--- src/logic/keypad_pkg.sv ---
`default_nettype none

package keypad_pkg;

    // ==============================
    // Matrix dimensions
    // ==============================

    localparam int num_cols = 4;
    localparam int num_rows = 4;
    localparam int num_keys = num_cols * num_rows;

    localparam int col_w = $clog2(num_cols);
    localparam int row_w = $clog2(num_rows);
    localparam int key_w = col_w + row_w;

    // Column strobe with no column pulled low.
    localparam logic [num_cols-1:0] col_idle = '1;

    // ==============================
    // Key code
    // ==============================

    // The flat index and the position view share one word, so that
    // index = col * num_rows + row holds by construction.
    typedef union packed {
        logic [key_w-1:0] index;
        struct packed {
            logic [col_w-1:0] col; // Upper bits.
            logic [row_w-1:0] row;
        } pos;
    } key_code_t;

endpackage

`default_nettype wire

--- src/logic/column_scanner.sv ---
`default_nettype none

module column_scanner
    import keypad_pkg::*;
#(
    parameter int SCAN_PERIOD = 8
) (
    input  wire                 clk,
    input  wire                 rst_n,
    input  wire  [num_rows-1:0] row_in,
    output logic [num_cols-1:0] col_out,
    output logic [num_keys-1:0] key_sample,
    output logic                scan_done
);

    localparam int cnt_w = $clog2(SCAN_PERIOD);

    localparam logic [col_w-1:0] last_col = col_w'(num_cols - 1);
    localparam logic [cnt_w-1:0] last_cnt = cnt_w'(SCAN_PERIOD - 1);

    // ==============================
    // Column rotation
    // ==============================

    logic             active;   // Low for the first cycle after reset.
    logic [cnt_w-1:0] dwell_cnt;
    logic [col_w-1:0] col_idx;
    logic             dwell_end;

    assign dwell_end = active && (dwell_cnt == last_cnt);

    always_ff @(posedge clk) begin
        if (!rst_n) begin
            active    <= 1'b0;
            dwell_cnt <= '0;
            col_idx   <= '0;
            scan_done <= 1'b0;
        end else begin
            active    <= 1'b1;
            scan_done <= 1'b0;
            if (dwell_end) begin
                dwell_cnt <= '0;
                col_idx   <= col_idx + 1'b1; // Wraps from the last column to 0.
                if (col_idx == last_col) begin
                    scan_done <= 1'b1;
                end
            end else if (active) begin
                dwell_cnt <= dwell_cnt + 1'b1;
            end
        end
    end

    // Only the selected column is pulled low.
    always_comb begin
        col_out = col_idle;
        if (active) begin
            col_out[col_idx] = 1'b0;
        end
    end

    // ==============================
    // Row sampling
    // ==============================

    // Samples of the columns before the last one wait here until the
    // whole scan is complete.
    logic [num_keys-num_rows-1:0] sample_acc;

    always_ff @(posedge clk) begin
        if (dwell_end) begin
            if (col_idx == last_col) begin
                key_sample <= {~row_in, sample_acc};
            end else begin
                sample_acc[col_idx*num_rows +: num_rows] <= ~row_in;
            end
        end
    end

endmodule

`default_nettype wire

--- src/logic/key_debouncer.sv ---
`default_nettype none

module key_debouncer #(
    parameter int DEBOUNCE_SCANS = 3
) (
    input  wire  clk,
    input  wire  rst_n,
    input  wire  sample,
    input  wire  scan_done,
    output logic stable,
    output logic changed
);

    localparam int cnt_w = $clog2(DEBOUNCE_SCANS + 1);

    localparam logic [cnt_w-1:0] accept_cnt = cnt_w'(DEBOUNCE_SCANS - 1);

    // Number of consecutive scans that disagreed with the stable level.
    logic [cnt_w-1:0] mismatch_cnt;
    logic             differs;
    logic             accept;

    assign differs = (sample != stable);
    assign accept  = scan_done && differs && (mismatch_cnt >= accept_cnt);

    always_ff @(posedge clk) begin
        if (!rst_n) begin
            stable       <= 1'b0;
            changed      <= 1'b0;
            mismatch_cnt <= '0;
        end else begin
            changed <= accept;
            if (accept) begin
                stable       <= sample;
                mismatch_cnt <= '0;
            end else if (scan_done) begin
                if (!differs) begin
                    mismatch_cnt <= '0; // One agreeing scan is enough to restart.
                end else if (mismatch_cnt < accept_cnt) begin
                    mismatch_cnt <= mismatch_cnt + 1'b1;
                end
            end
        end
    end

endmodule

`default_nettype wire

--- src/logic/key_event_encoder.sv ---
`default_nettype none

module key_event_encoder
    import keypad_pkg::*;
(
    input  wire                 clk,
    input  wire                 rst_n,
    input  wire  [num_keys-1:0] key_stable,
    input  wire  [num_keys-1:0] key_changed,
    output logic                key_event_valid,
    output logic                key_event_pressed,
    output key_code_t           key_event_code
);

    // ==============================
    // Pending flags
    // ==============================

    logic [num_keys-1:0] pending;
    logic [num_keys-1:0] clear_mask;

    // Isolates the lowest set bit, which is the key drained this cycle.
    assign clear_mask = pending & (~pending + 1'b1);

    // A key can change and be drained in the same cycle without either
    // being lost.
    always_ff @(posedge clk) begin
        if (!rst_n) begin
            pending <= '0;
        end else begin
            pending <= (pending & ~clear_mask) | key_changed;
        end
    end

    // ==============================
    // Priority encoder
    // ==============================

    logic [key_w-1:0] first_idx;

    // Scanning from the top leaves the lowest pending index.
    always_comb begin
        first_idx = '0;
        for (int i = num_keys - 1; i >= 0; i--) begin
            if (pending[i]) begin
                first_idx = key_w'(i);
            end
        end
    end

    // ==============================
    // Event outputs
    // ==============================

    always_comb begin
        key_event_valid      = |pending;
        key_event_pressed    = key_stable[first_idx]; // New level of the key.
        key_event_code.index = first_idx;
    end

endmodule

`default_nettype wire

--- src/logic/keypad_top.sv ---
`default_nettype none

module keypad_top
    import keypad_pkg::*;
#(
    parameter int SCAN_PERIOD    = 8,
    parameter int DEBOUNCE_SCANS = 3
) (
    input  wire                 clk,
    input  wire                 rst_n,
    input  wire  [num_rows-1:0] row_in,
    output logic [num_cols-1:0] col_out,
    output logic [num_keys-1:0] key_state,
    output logic                key_event_valid,
    output logic                key_event_pressed,
    output key_code_t           key_event_code
);

    logic [num_keys-1:0] key_sample;
    logic                scan_done;
    logic [num_keys-1:0] key_stable;
    logic [num_keys-1:0] key_changed;

    column_scanner #(
        .SCAN_PERIOD (SCAN_PERIOD)
    ) u_scanner (
        .clk        (clk),
        .rst_n      (rst_n),
        .row_in     (row_in),
        .col_out    (col_out),
        .key_sample (key_sample),
        .scan_done  (scan_done)
    );

    // One debouncer per key, all stepped by the same scan_done pulse.
    for (genvar i = 0; i < num_keys; i++) begin : g_key
        key_debouncer #(
            .DEBOUNCE_SCANS (DEBOUNCE_SCANS)
        ) u_deb (
            .clk       (clk),
            .rst_n     (rst_n),
            .sample    (key_sample[i]),
            .scan_done (scan_done),
            .stable    (key_stable[i]),
            .changed   (key_changed[i])
        );
    end

    key_event_encoder u_encoder (
        .clk               (clk),
        .rst_n             (rst_n),
        .key_stable        (key_stable),
        .key_changed       (key_changed),
        .key_event_valid   (key_event_valid),
        .key_event_pressed (key_event_pressed),
        .key_event_code    (key_event_code)
    );

    assign key_state = key_stable;

endmodule

`default_nettype wire

--- config.mk ---
export PLATFORM = sky130hd
export DESIGN_NAME = keypad_top
export DESIGN_NICKNAME = d
export VERILOG_FILES = /design/src/logic/keypad_pkg.sv /design/src/logic/column_scanner.sv /design/src/logic/key_debouncer.sv /design/src/logic/key_event_encoder.sv /design/src/logic/keypad_top.sv
export SDC_FILE = /design/constraint.sdc
export NUM_CORES = 1
export LEC_CHECK = 0
export BUFFER_PORTS_ARGS = -buffer_cell sky130_fd_sc_hd__buf_2
export CORE_UTILIZATION = 35
export DETAILED_ROUTE_END_ITERATION = 8
export GPL_TIMING_DRIVEN = 0
export PLACE_DENSITY = 0.52
export SLEW_MARGIN = 20
export SYNTH_ARGS = -nofsm -noshare
export SYNTH_HDL_FRONTEND = slang
export SYNTH_SLANG_ARGS = --single-unit
--- constraint.sdc ---
create_clock -name clk -period 3.15 [get_ports clk]
set_input_delay 0.945 -clock clk [delete_from_list [all_inputs] [get_ports clk]]
set_output_delay 0.945 -clock clk [all_outputs]
set_load 0.01 [all_outputs]
==> results.json, run 1 <==
{
  "yosysSeqAreaShare_pct": 49.14,
  "dr.pass1.iters": 4,
  "fmax_mhz": 284.6,
  "worstSkewPairLatency_ns": 0.41,
  "path_cells": "nor4_4, nand2_2, a21o_1, buf_6, mux2i_2, mux4_2, mux2i_2, buf_2",
  "powerDensity_nw_per_um2": 512.4,
  "p_int_mw": 2.640,
  "grt_pass1_wl_mm": 19.82,
  "path_common_cell": "mux2i_2",
  "cts.root.buffer_cell": "clkbuf_16",
  "final_cell_mix": "dfxtp_1 (82), nor2_1 (69), inv_1 (50)",
  "crit_arrival_ns": 2.57,
  "ir_drop_mv": 0.3637,
  "hold_viol": 0,
  "worstSetupPathType": "flop to primary output",
  "power.switching_uw": 660.7,
  "avgViaCountPerCell": 4.801,
  "grt.overflow.total": 0,
  "fin_crit_ns": 3.513,
  "antenna_found_initial": 0,
  "final_nets": 647,
  "final_max_slew_viol_count": 0,
  "gp_congestion": 0.7987,
  "critPathMaxFanout": 6,
  "cp.required_ns": 2.20,
  "netlist_area_sq_um": 5255,
  "finalSetupViolCount": 1,
  "die_h_microns": 124.5,
  "die_x_microns": 124.5,
  "clockBufferDepth": 2,
  "relSlewSlack_pct": 51.13,
  "grt_pass1_vias": 3951,
  "grt_max_degree": 18,
  "layout_setup_ws_ns": -0.3634,
  "p_clk_share_pct": 52.9,
  "finalPower_mw": 3.301,
  "clkTransAtPathRegs_ns": 0.05,
  "synth-seq-cells": 115,
  "avgSynthCellArea_sq_um": 9.625,
  "dp_slack_ns": -0.1967,
  "finalCritPeriodShare_pct": 111.5,
  "n_fill_cell": 1367,
  "die_area_sq_um": 15510,
  "finalSetupTns_ns": -0.3634,
  "regArea_sq_um": 2596,
  "area_delta_synth_final_pct": 22.60,
  "slowest_stage": "mux4_2",
  "power_frac_comb_pct": 1.4,
  "clock-sinks": 115,
  "slowest_delay_ns": 0.49,
  "final_common_cell": "dfxtp_1",
  "finClkSkew_ns": 0.005064,
  "drtIter0Drc": 238,
  "p_leak_nw": 2.868,
  "io_pins": 32,
  "portBuffers": 31,
  "seq_power_share_pct": 45.7,
  "cts_tree": "built",
  "htreeDepth": 4,
  "wl_per_cell_microns": 15.20,
  "hold_slack_ns": 0.4125,
  "drv_cap": 0,
  "end_kind": "primary output",
  "syn_inst": 546,
  "multi_input_area_sq_um": 2345,
  "synth.net_count": 575,
  "yosysWarnings": 0,
  "ctsHoldBuffers": 0,
  "antenna_cells": 0,
  "start_kind": "flop",
  "coreArea_sq_um": 14590,
  "outcome": "complete, but fails checks",
  "drtAntennaViolNets": 0,
  "vias": 3908,
  "core.rowCount": 44,
  "placed_cell_area_sq_um": 5640,
  "rsz0062_at_grt": "true",
  "switching_share_pct": 20.02,
  "design_area_sq_um": 6442,
  "floorplan.initialDensity_pct": 36.02,
  "ys_types": 32,
  "cts_made_buffers": 17,
  "violations": "negative setup slack",
  "worst_pin_slew_ns": 0.7330,
  "grt_use_total_pct": 16.84,
  "dp.final_hpwl_mm": 8.666,
  "drc": 0,
  "drive_gt1_share_pct": 18.10,
  "hp-class": "flop to flop",
  "wl_mm": 12.37
}
[worst paths after layout]
path,slack [ns],from,cells past startpoint,end
max,-0.36,u_encoder.pending[3]$_SDFF_PN0_,8,key_event_pressed
min,0.41,u_scanner.sample_acc[8]$_DFFE_PP_,0,u_scanner.key_sample[8]$_DFFE_PP_
max reg2reg,0.07,u_encoder.pending[3]$_SDFF_PN0_,18,u_encoder.pending[11]$_SDFF_PN0_
min reg2reg,0.41,u_scanner.sample_acc[8]$_DFFE_PP_,0,u_scanner.key_sample[8]$_DFFE_PP_
[repair_timing]
item / CTS / global route
gates cloned: 0 / 0
setup endpoints to repair: 1 / 5
resized for setup: 12 / 10
pin swaps: 2 / 5
setup buffers: 23 / 2
[power by group through the flow]
stage / Combinational, mW / Clock [mW] / Sequential, mW
floorplan: 0.0266 / 0 / 1.54
global placement: 0.0463 / 0 / 1.54
CTS: 0.0472 / 1.79 / 1.51
finish: 0.0459 / 1.75 / 1.51
global route: 0.0515 / 1.86 / 1.51
detailed placement: 0.0474 / 0 / 1.54
[layer usage]
layer / track usage, % / part of all wire [%]
met5: 0 / 0
met4: 6.378 / 1.4
met2: 29.09 / 50
met1: 19.49 / 45
met3: 5.026 / 4.1
[synth_stat cells]
library cell / count / area, sq um
mux2i_1: 28 / 280.3
nor3b_1: 4 / 30.03
a21oi_1: 27 / 135.1
nand2_1: 31 / 116.4
nor2_1: 69 / 259.0
buf_6: 1 / 11.26
a21o_1: 1 / 7.510
a311o_1: 1 / 10.01
o21ai_0: 19 / 95.09
and3_1: 1 / 6.260
clkbuf_1: 14 / 52.55
or3_1: 2 / 12.51
buf_4: 16 / 120.1
ha_1: 23 / 287.8
nor2b_1: 39 / 244.0
o22ai_1: 3 / 18.77
o311ai_0: 1 / 8.760
nor3_1: 19 / 95.09
and2_1: 5 / 31.28
dfxtp_1: 87 / 1742
o31ai_1: 16 / 120.1
nor4_4: 3 / 63.81
edfxtp_1: 28 / 840.8
o41a_2: 1 / 12.51
mux4_2: 1 / 22.52
inv_1: 50 / 187.7
o21a_1: 14 / 105.1
xnor2_1: 33 / 289.0
nand3_1: 5 / 25.02
buf_1: 1 / 3.750
a21boi_0: 2 / 15.01
nor4_1: 1 / 6.260
[cell type report]
| class | instances | area share [%] |
|---|---|---|
| Multi-Input combinational cell | 349 | 36.40 |
| Tap cell | 184 | 3.574 |
| Inverter | 50 | 2.913 |
| Timing Repair Buffer | 53 | 5.457 |
| Clock inverter | 5 | 0.3884 |
| Buffer | 32 | 2.913 |
| Clock buffer | 26 | 8.060 |
| Sequential cell | 115 | 40.30 |
[registers in the layout (all words and copies together), names as in the netlist]
signal                    flops
g_key.u_deb.stable           16
u_scanner.dwell_cnt           3
u_scanner.scan_done           1
u_scanner.active              1
u_encoder.pending            16
g_key.u_deb.mismatch_cnt     32
u_scanner.sample_acc         12
u_scanner.col_idx             2
u_scanner.key_sample         16
g_key.u_deb.changed          16
[metrics by stage]
| stage | utilization, % | std cells |
|---|---|---|
| 3_3_place_gp | 38.66 | 761 |
| 2_1_floorplan | - | 546 |
| 4_1_cts | 43.94 | 815 |
| 5_1_grt | 44.16 | 814 |
| 6_report | 44.16 | 814 |
| 3_5_place_dp | 38.66 | 761 |
[worst max-delay path, delay by kind of cell, from the launching register on]
family                 cells  cell delay (ns)
AO/OA/AOI/OAI              1             0.19
buffers and inverters      2             0.31
AND/OR/NAND/NOR            2             0.46
multiplexers               3             0.84
flip-flops                 1             0.35
[kinds of logic after synthesis]
logic type / Yosys count / synth area share (%)
buf+inv: 82 / 7.143
mux: 29 / 5.762
simple gates: 179 / 16.93
compound gates: 85 / 10.05
fa+ha+maj: 23 / 5.476
xor+xnor: 33 / 5.500
flops: 115 / 49.14
Note: power is estimated with default switching activity, not from simulation.
==> run 2, diff against run 1 <==
CORE_UTILIZATION = 30   (was 35)
PLACE_DENSITY = 0.46   (was 0.52)
==> results.json, run 2 (same netlist as run 1, synthesis figures left out) <==
{
  "wl_per_cell_microns": 14.76,
  "worstSetupPathType": "flop to primary output",
  "dp.final_hpwl_mm": 8.920,
  "gp_congestion": 0.7602,
  "rsz0062_at_grt": "true",
  "clock-sinks": 115,
  "grt.overflow.total": 0,
  "placed_cell_area_sq_um": 5692,
  "antenna_cells": 0,
  "power_frac_comb_pct": 1.4,
  "final_nets": 629,
  "worst_pin_slew_ns": 0.7249,
  "critPathMaxFanout": 9,
  "wl_mm": 12.37,
  "vias": 3806,
  "final_cell_mix": "dfxtp_1 (83), nor2_1 (69), inv_1 (50)",
  "finalPower_mw": 3.372,
  "p_leak_nw": 2.760,
  "relSlewSlack_pct": 51.67,
  "slowest_stage": "mux4_2",
  "ir_drop_mv": 0.3715,
  "drv_cap": 0,
  "die_area_sq_um": 18050,
  "seq_power_share_pct": 44.8,
  "clockBufferDepth": 2,
  "drive_gt1_share_pct": 14.36,
  "design_area_sq_um": 6301,
  "finalCritPeriodShare_pct": 109.8,
  "avgViaCountPerCell": 4.542,
  "largest_reg_flops": 32,
  "layout_setup_ws_ns": -0.3076,
  "grt_pass1_wl_mm": 19.56,
  "fmax_mhz": 289.2,
  "final_max_slew_viol_count": 0,
  "stdcell_count": 838,
  "outcome": "complete, but fails checks",
  "io_pins": 32,
  "cts.root.buffer_cell": "clkbuf_16",
  "switching_share_pct": 20.01,
  "dp_slack_ns": -0.1541,
  "path_cells": "nor4_4, nand2_2, a21o_1, buf_6, mux2i_1, mux4_2, mux2i_2, buf_2",
  "p_int_mw": 2.697,
  "core.rowCount": 48,
  "end_kind": "primary output",
  "clkTransAtPathRegs_ns": 0.05,
  "power.switching_uw": 674.8,
  "grt_pass1_vias": 3699,
  "worstSkewPairLatency_ns": 0.41,
  "regMostFlops": "g_key.u_deb.mismatch_cnt",
  "htreeDepth": 4,
  "cp.required_ns": 2.20,
  "cts_tree": "built",
  "coreArea_sq_um": 17180,
  "slowest_delay_ns": 0.49,
  "crit_arrival_ns": 2.51,
  "antenna_found_initial": 0,
  "drc": 0,
  "hold_viol": 0,
  "portBuffers": 31,
  "dp_cells": 802,
  "p_clk_share_pct": 53.8,
  "critPathTopFamily": "multiplexers",
  "final_common_cell": "dfxtp_1",
  "crit_buf_inv": 2,
  "die_h_microns": 134.4,
  "die_x_microns": 134.4,
  "drtAntennaViolNets": 0,
  "hp-class": "flop to flop",
  "cts_made_buffers": 17,
  "finalSetupViolCount": 1,
  "dr.pass1.iters": 4,
  "n_fill_cell": 1781,
  "floorplan.initialDensity_pct": 30.59,
  "area_delta_synth_final_pct": 19.90,
  "drtIter0Drc": 149,
  "grt_max_degree": 18,
  "violations": "negative setup slack",
  "grt_use_total_pct": 14.81,
  "finClkSkew_ns": 0.006867,
  "fin_crit_ns": 3.458,
  "start_kind": "flop",
  "powerDensity_nw_per_um2": 535.2
}
## run 2: what timing repair did
item | in CTS | in global routing
hold buffers | 0 | 0
buffers inserted | 3 | 1
hold endpoints to repair | 0 | 0
pin swaps | 3 | 1
resized for setup | 9 | 1
setup endpoints to repair | 1 | 1
## run 2: metrics by stage
step	util [%]	setup TNS [ns]	hold WS [ns]
4_1_cts	36.63	-0.3431	0.4185
2_1_floorplan	-	0	0.4003
5_1_grt	36.68	-0.4293	0.4230
3_3_place_gp	33.14	-0.1685	0.4041
3_5_place_dp	33.14	-0.1541	0.4062
6_report	36.68	-0.3076	0.4169
## run 2: final timing paths
| kind | start | to | slack [ns] | depth (start not counted) |
|---|---|---|---|---|
| worst max register to register | u_scanner.scan_done$_SDFF_PN0_ | g_key[5].u_deb.mismatch_cnt[1]$_SDFFE_PP0P_ | 0.86 | 6 |
| worst max-delay path | u_encoder.pending[7]$_SDFF_PN0_ | key_event_pressed | -0.31 | 8 |
| worst min register to register | u_scanner.sample_acc[11]$_DFFE_PP_ | u_scanner.key_sample[11]$_DFFE_PP_ | 0.42 | 0 |
| worst min-delay path | u_scanner.sample_acc[11]$_DFFE_PP_ | u_scanner.key_sample[11]$_DFFE_PP_ | 0.42 | 0 |
## run 2: power groups by stage
stage | clock network [mW] | logic (mW) | registers (mW)
floorplan | 0 | 0.0266 | 1.54
global placement | 0 | 0.0473 | 1.54
CTS | 1.85 | 0.0482 | 1.51
finish | 1.81 | 0.0466 | 1.51
detailed placement | 0 | 0.0481 | 1.54
global route | 1.92 | 0.0528 | 1.51
## run 2: area by class of cell
type	count	area, sq um	share of cell area [%]
repair buffers	35	185.2	2.939
multi-input cells	349	2325	36.89
plain buffers	32	187.7	2.979
flip-flops and latches	115	2587	41.06
clock inverters	7	81.33	1.291
well taps	225	281.5	4.468
inverters	50	187.7	2.979
clock buffers	25	465.4	7.387
## run 2: worst reg2reg max path: cells and delay by family (launching register included)
family / cells / cell delay (ns)
buffers and inverters: 3 / 1.49
DFF: 1 / 0.32
and+or+nand+nor: 2 / 0.19
AOI/OAI and AO/OA: 1 / 0.17
## run 2: per-layer routing
layer	vias up	global-route usage [%]	share of wire [%]
met5	-	0	0
met4	0	5.243	1.3
met3	13	4.195	3.5
met2	49	25.30	48
met1	1818	17.71	47
li1	1926	-	-
==> run 3, diff against run 2 <==
CELL_PAD_IN_SITES_DETAIL_PLACEMENT = 1   (was not set)
CELL_PAD_IN_SITES_GLOBAL_PLACEMENT = 1   (was not set)
CORE_MARGIN = 2   (was not set)
PLACE_DENSITY = 0.55   (was 0.46)
==> results.json, run 3 (same netlist as run 1, synthesis figures left out) <==
{
  "htreeDepth": 4,
  "finalCritPeriodShare_pct": 110.8,
  "ir_drop_mv": 0.3565,
  "clock-sinks": 115,
  "slowest_stage": "dfxtp_4",
  "dp_cells": 802,
  "slowest_delay_ns": 0.36,
  "cts.root.buffer_cell": "clkbuf_16",
  "end_kind": "flop",
  "powerDensity_nw_per_um2": 533.0,
  "grt_max_degree": 18,
  "worstSkewPairLatency_ns": 0.42,
  "crit_buf_inv": 17,
  "hold_slack_ns": 0.4174,
  "grt_use_total_pct": 16.87,
  "fin_crit_ns": 3.489,
  "cts_made_buffers": 17,
  "p_leak_nw": 2.887,
  "r2r_slack_ns": -0.34,
  "outcome": "complete, but fails checks",
  "worst_pin_slew_ns": 0.7520,
  "path_depth": 21,
  "layout_setup_ws_ns": -0.3389,
  "ff2ff_path_depth": 21,
  "dp.final_hpwl_mm": 10.16,
  "fmax_mhz": 286.6,
  "portBuffers": 31,
  "cp.required_ns": 3.45,
  "finalSetupViolCount": 4,
  "final_nets": 650,
  "drtAntennaViolNets": 0,
  "die_h_microns": 136.4,
  "final_cell_mix": "dfxtp_1 (83), nor2_1 (69), inv_1 (50)",
  "floorplan.initialDensity_pct": 30.49,
  "hold_path_depth": 0,
  "finClkSkew_ns": 0.01317,
  "path_common_cell": "buf_4",
  "stdcell_count": 859,
  "antenna_cells": 0,
  "drc": 0,
  "antenna_found_initial": 0,
  "hp-class": "flop to flop",
  "final_common_cell": "dfxtp_1",
  "drtIter0Drc": 124,
  "coreArea_sq_um": 17240,
  "die_area_sq_um": 18590,
  "clockBufferDepth": 2,
  "grt_pass1_wl_mm": 23.00,
  "wl_mm": 14.47,
  "grt.overflow.total": 0,
  "io_pins": 32,
  "drive_gt1_share_pct": 18.77,
  "clkTransAtPathRegs_ns": 0.05,
  "vias": 3979,
  "wl_per_cell_microns": 16.84,
  "relSlewSlack_pct": 49.87,
  "path_cells": "nor4_4, nand2_2, buf_4, buf_4, buf_4, buf_4, buf_4, buf_4, buf_4, buf_4, buf_4, buf_4, buf_4, buf_4, buf_4, buf_4, buf_4, buf_4, buf_6, o41a_4, o21a_1",
  "final_max_slew_viol_count": 0,
  "largest_reg_flops": 32,
  "area_delta_synth_final_pct": 24.43,
  "die_x_microns": 136.4,
  "start_kind": "flop",
  "drv_cap": 0,
  "grt_pass1_vias": 4243,
  "hold_viol": 0,
  "avgViaCountPerCell": 4.632,
  "critPathMaxFanout": 4,
  "cts_tree": "built",
  "violations": "negative setup slack",
  "dr.pass1.iters": 4,
  "core.rowCount": 48,
  "rsz0062_at_grt": "true",
  "worstSetupPathType": "flop to flop",
  "gp_congestion": 0.7969,
  "critPathTopFamily": "buffers and inverters",
  "regMostFlops": "g_key.u_deb.mismatch_cnt",
  "crit_arrival_ns": 3.79
}
run 3: changes by cell type in the layout (fill, tap and decap cells not counted), moves of 2 or more:
cell | previous run | this run
buf_4 | 20 | 39
clkbuf_1 | 21 | 17
clkinv_1 | 3 | 0
clkinv_2 | 2 | 6
dfxtp_2 | 4 | 2
dfxtp_4 | 0 | 2
run 3: repair_timing:
action                     4_1_cts  5_1_grt
pin swaps                        3        4
setup buffers                   22        3
gates cloned                     0        0
hold buffers                     0        0
resized for setup               13        4
setup endpoints to repair        1        5
hold endpoints to repair         0        0
run 3: cell type report:
type                    instances  area, sq um
clock inverters                11        133.9
fillers                      1978        10700
inverters                      50        187.7
flip-flops and latches        115         2592
plain buffers                  32        187.7
multi-input cells             349         2346
clock buffers                  21        450.4
well taps                     225        281.5
repair buffers                 56        359.1
run 3: path summary, 6_finish.rpt:
| check | startpoint | endpoint |
|---|---|---|
| max | u_encoder.pending[0]$_SDFF_PN0_ | u_encoder.pending[11]$_SDFF_PN0_ |
| min | u_scanner.sample_acc[10]$_DFFE_PP_ | u_scanner.key_sample[10]$_DFFE_PP_ |
| max reg2reg | u_encoder.pending[0]$_SDFF_PN0_ | u_encoder.pending[11]$_SDFF_PN0_ |
| min reg2reg | u_scanner.sample_acc[10]$_DFFE_PP_ | u_scanner.key_sample[10]$_DFFE_PP_ |
run 3: per-layer routing:
layer	GRT usage [%]	wire, microns	up-vias
met5	0	0	-
met4	6.366	247	0
met3	3.878	277	16
met2	28.73	7004	43
met1	20.72	6936	1949
li1	-	-	1971
run 3: worst register-to-register path: cells and delay by family, from the launching register on:
kind,cells,cell delay [ns]
buffers and inverters,17,2.12
AOI/OAI and AO/OA,2,0.53
and+or+nand+nor,2,0.39
DFF,1,0.36
run 3: through the flow:
step / utilization [%] / total power [mW] / TNS [ns] / cell area (sq um) / worst slack [ns]
final: 37.94 / 3.485 / -0.9045 / 6539 / -0.3389
after global routing: 37.94 / 3.607 / -1.252 / 6539 / -0.4005
after CTS: 37.71 / 3.537 / -0.5249 / 6500 / -0.3174
after detailed placement: 33.02 / 1.593 / -0.2070 / 5692 / -0.2070
after global placement: 33.02 / 1.590 / -0.2050 / 5692 / -0.2050
after floorplan: - / 1.568 / 0 / 5255 / 0.2406
run 3: where the power goes:
part	internal (mW)	leakage (nW)	total [mW]	switching, mW
registers	1.51	0.958	1.51	0.00184
clock network	1.25	0.291	1.93	0.673
logic	0.0151	1.64	0.0485	0.0334
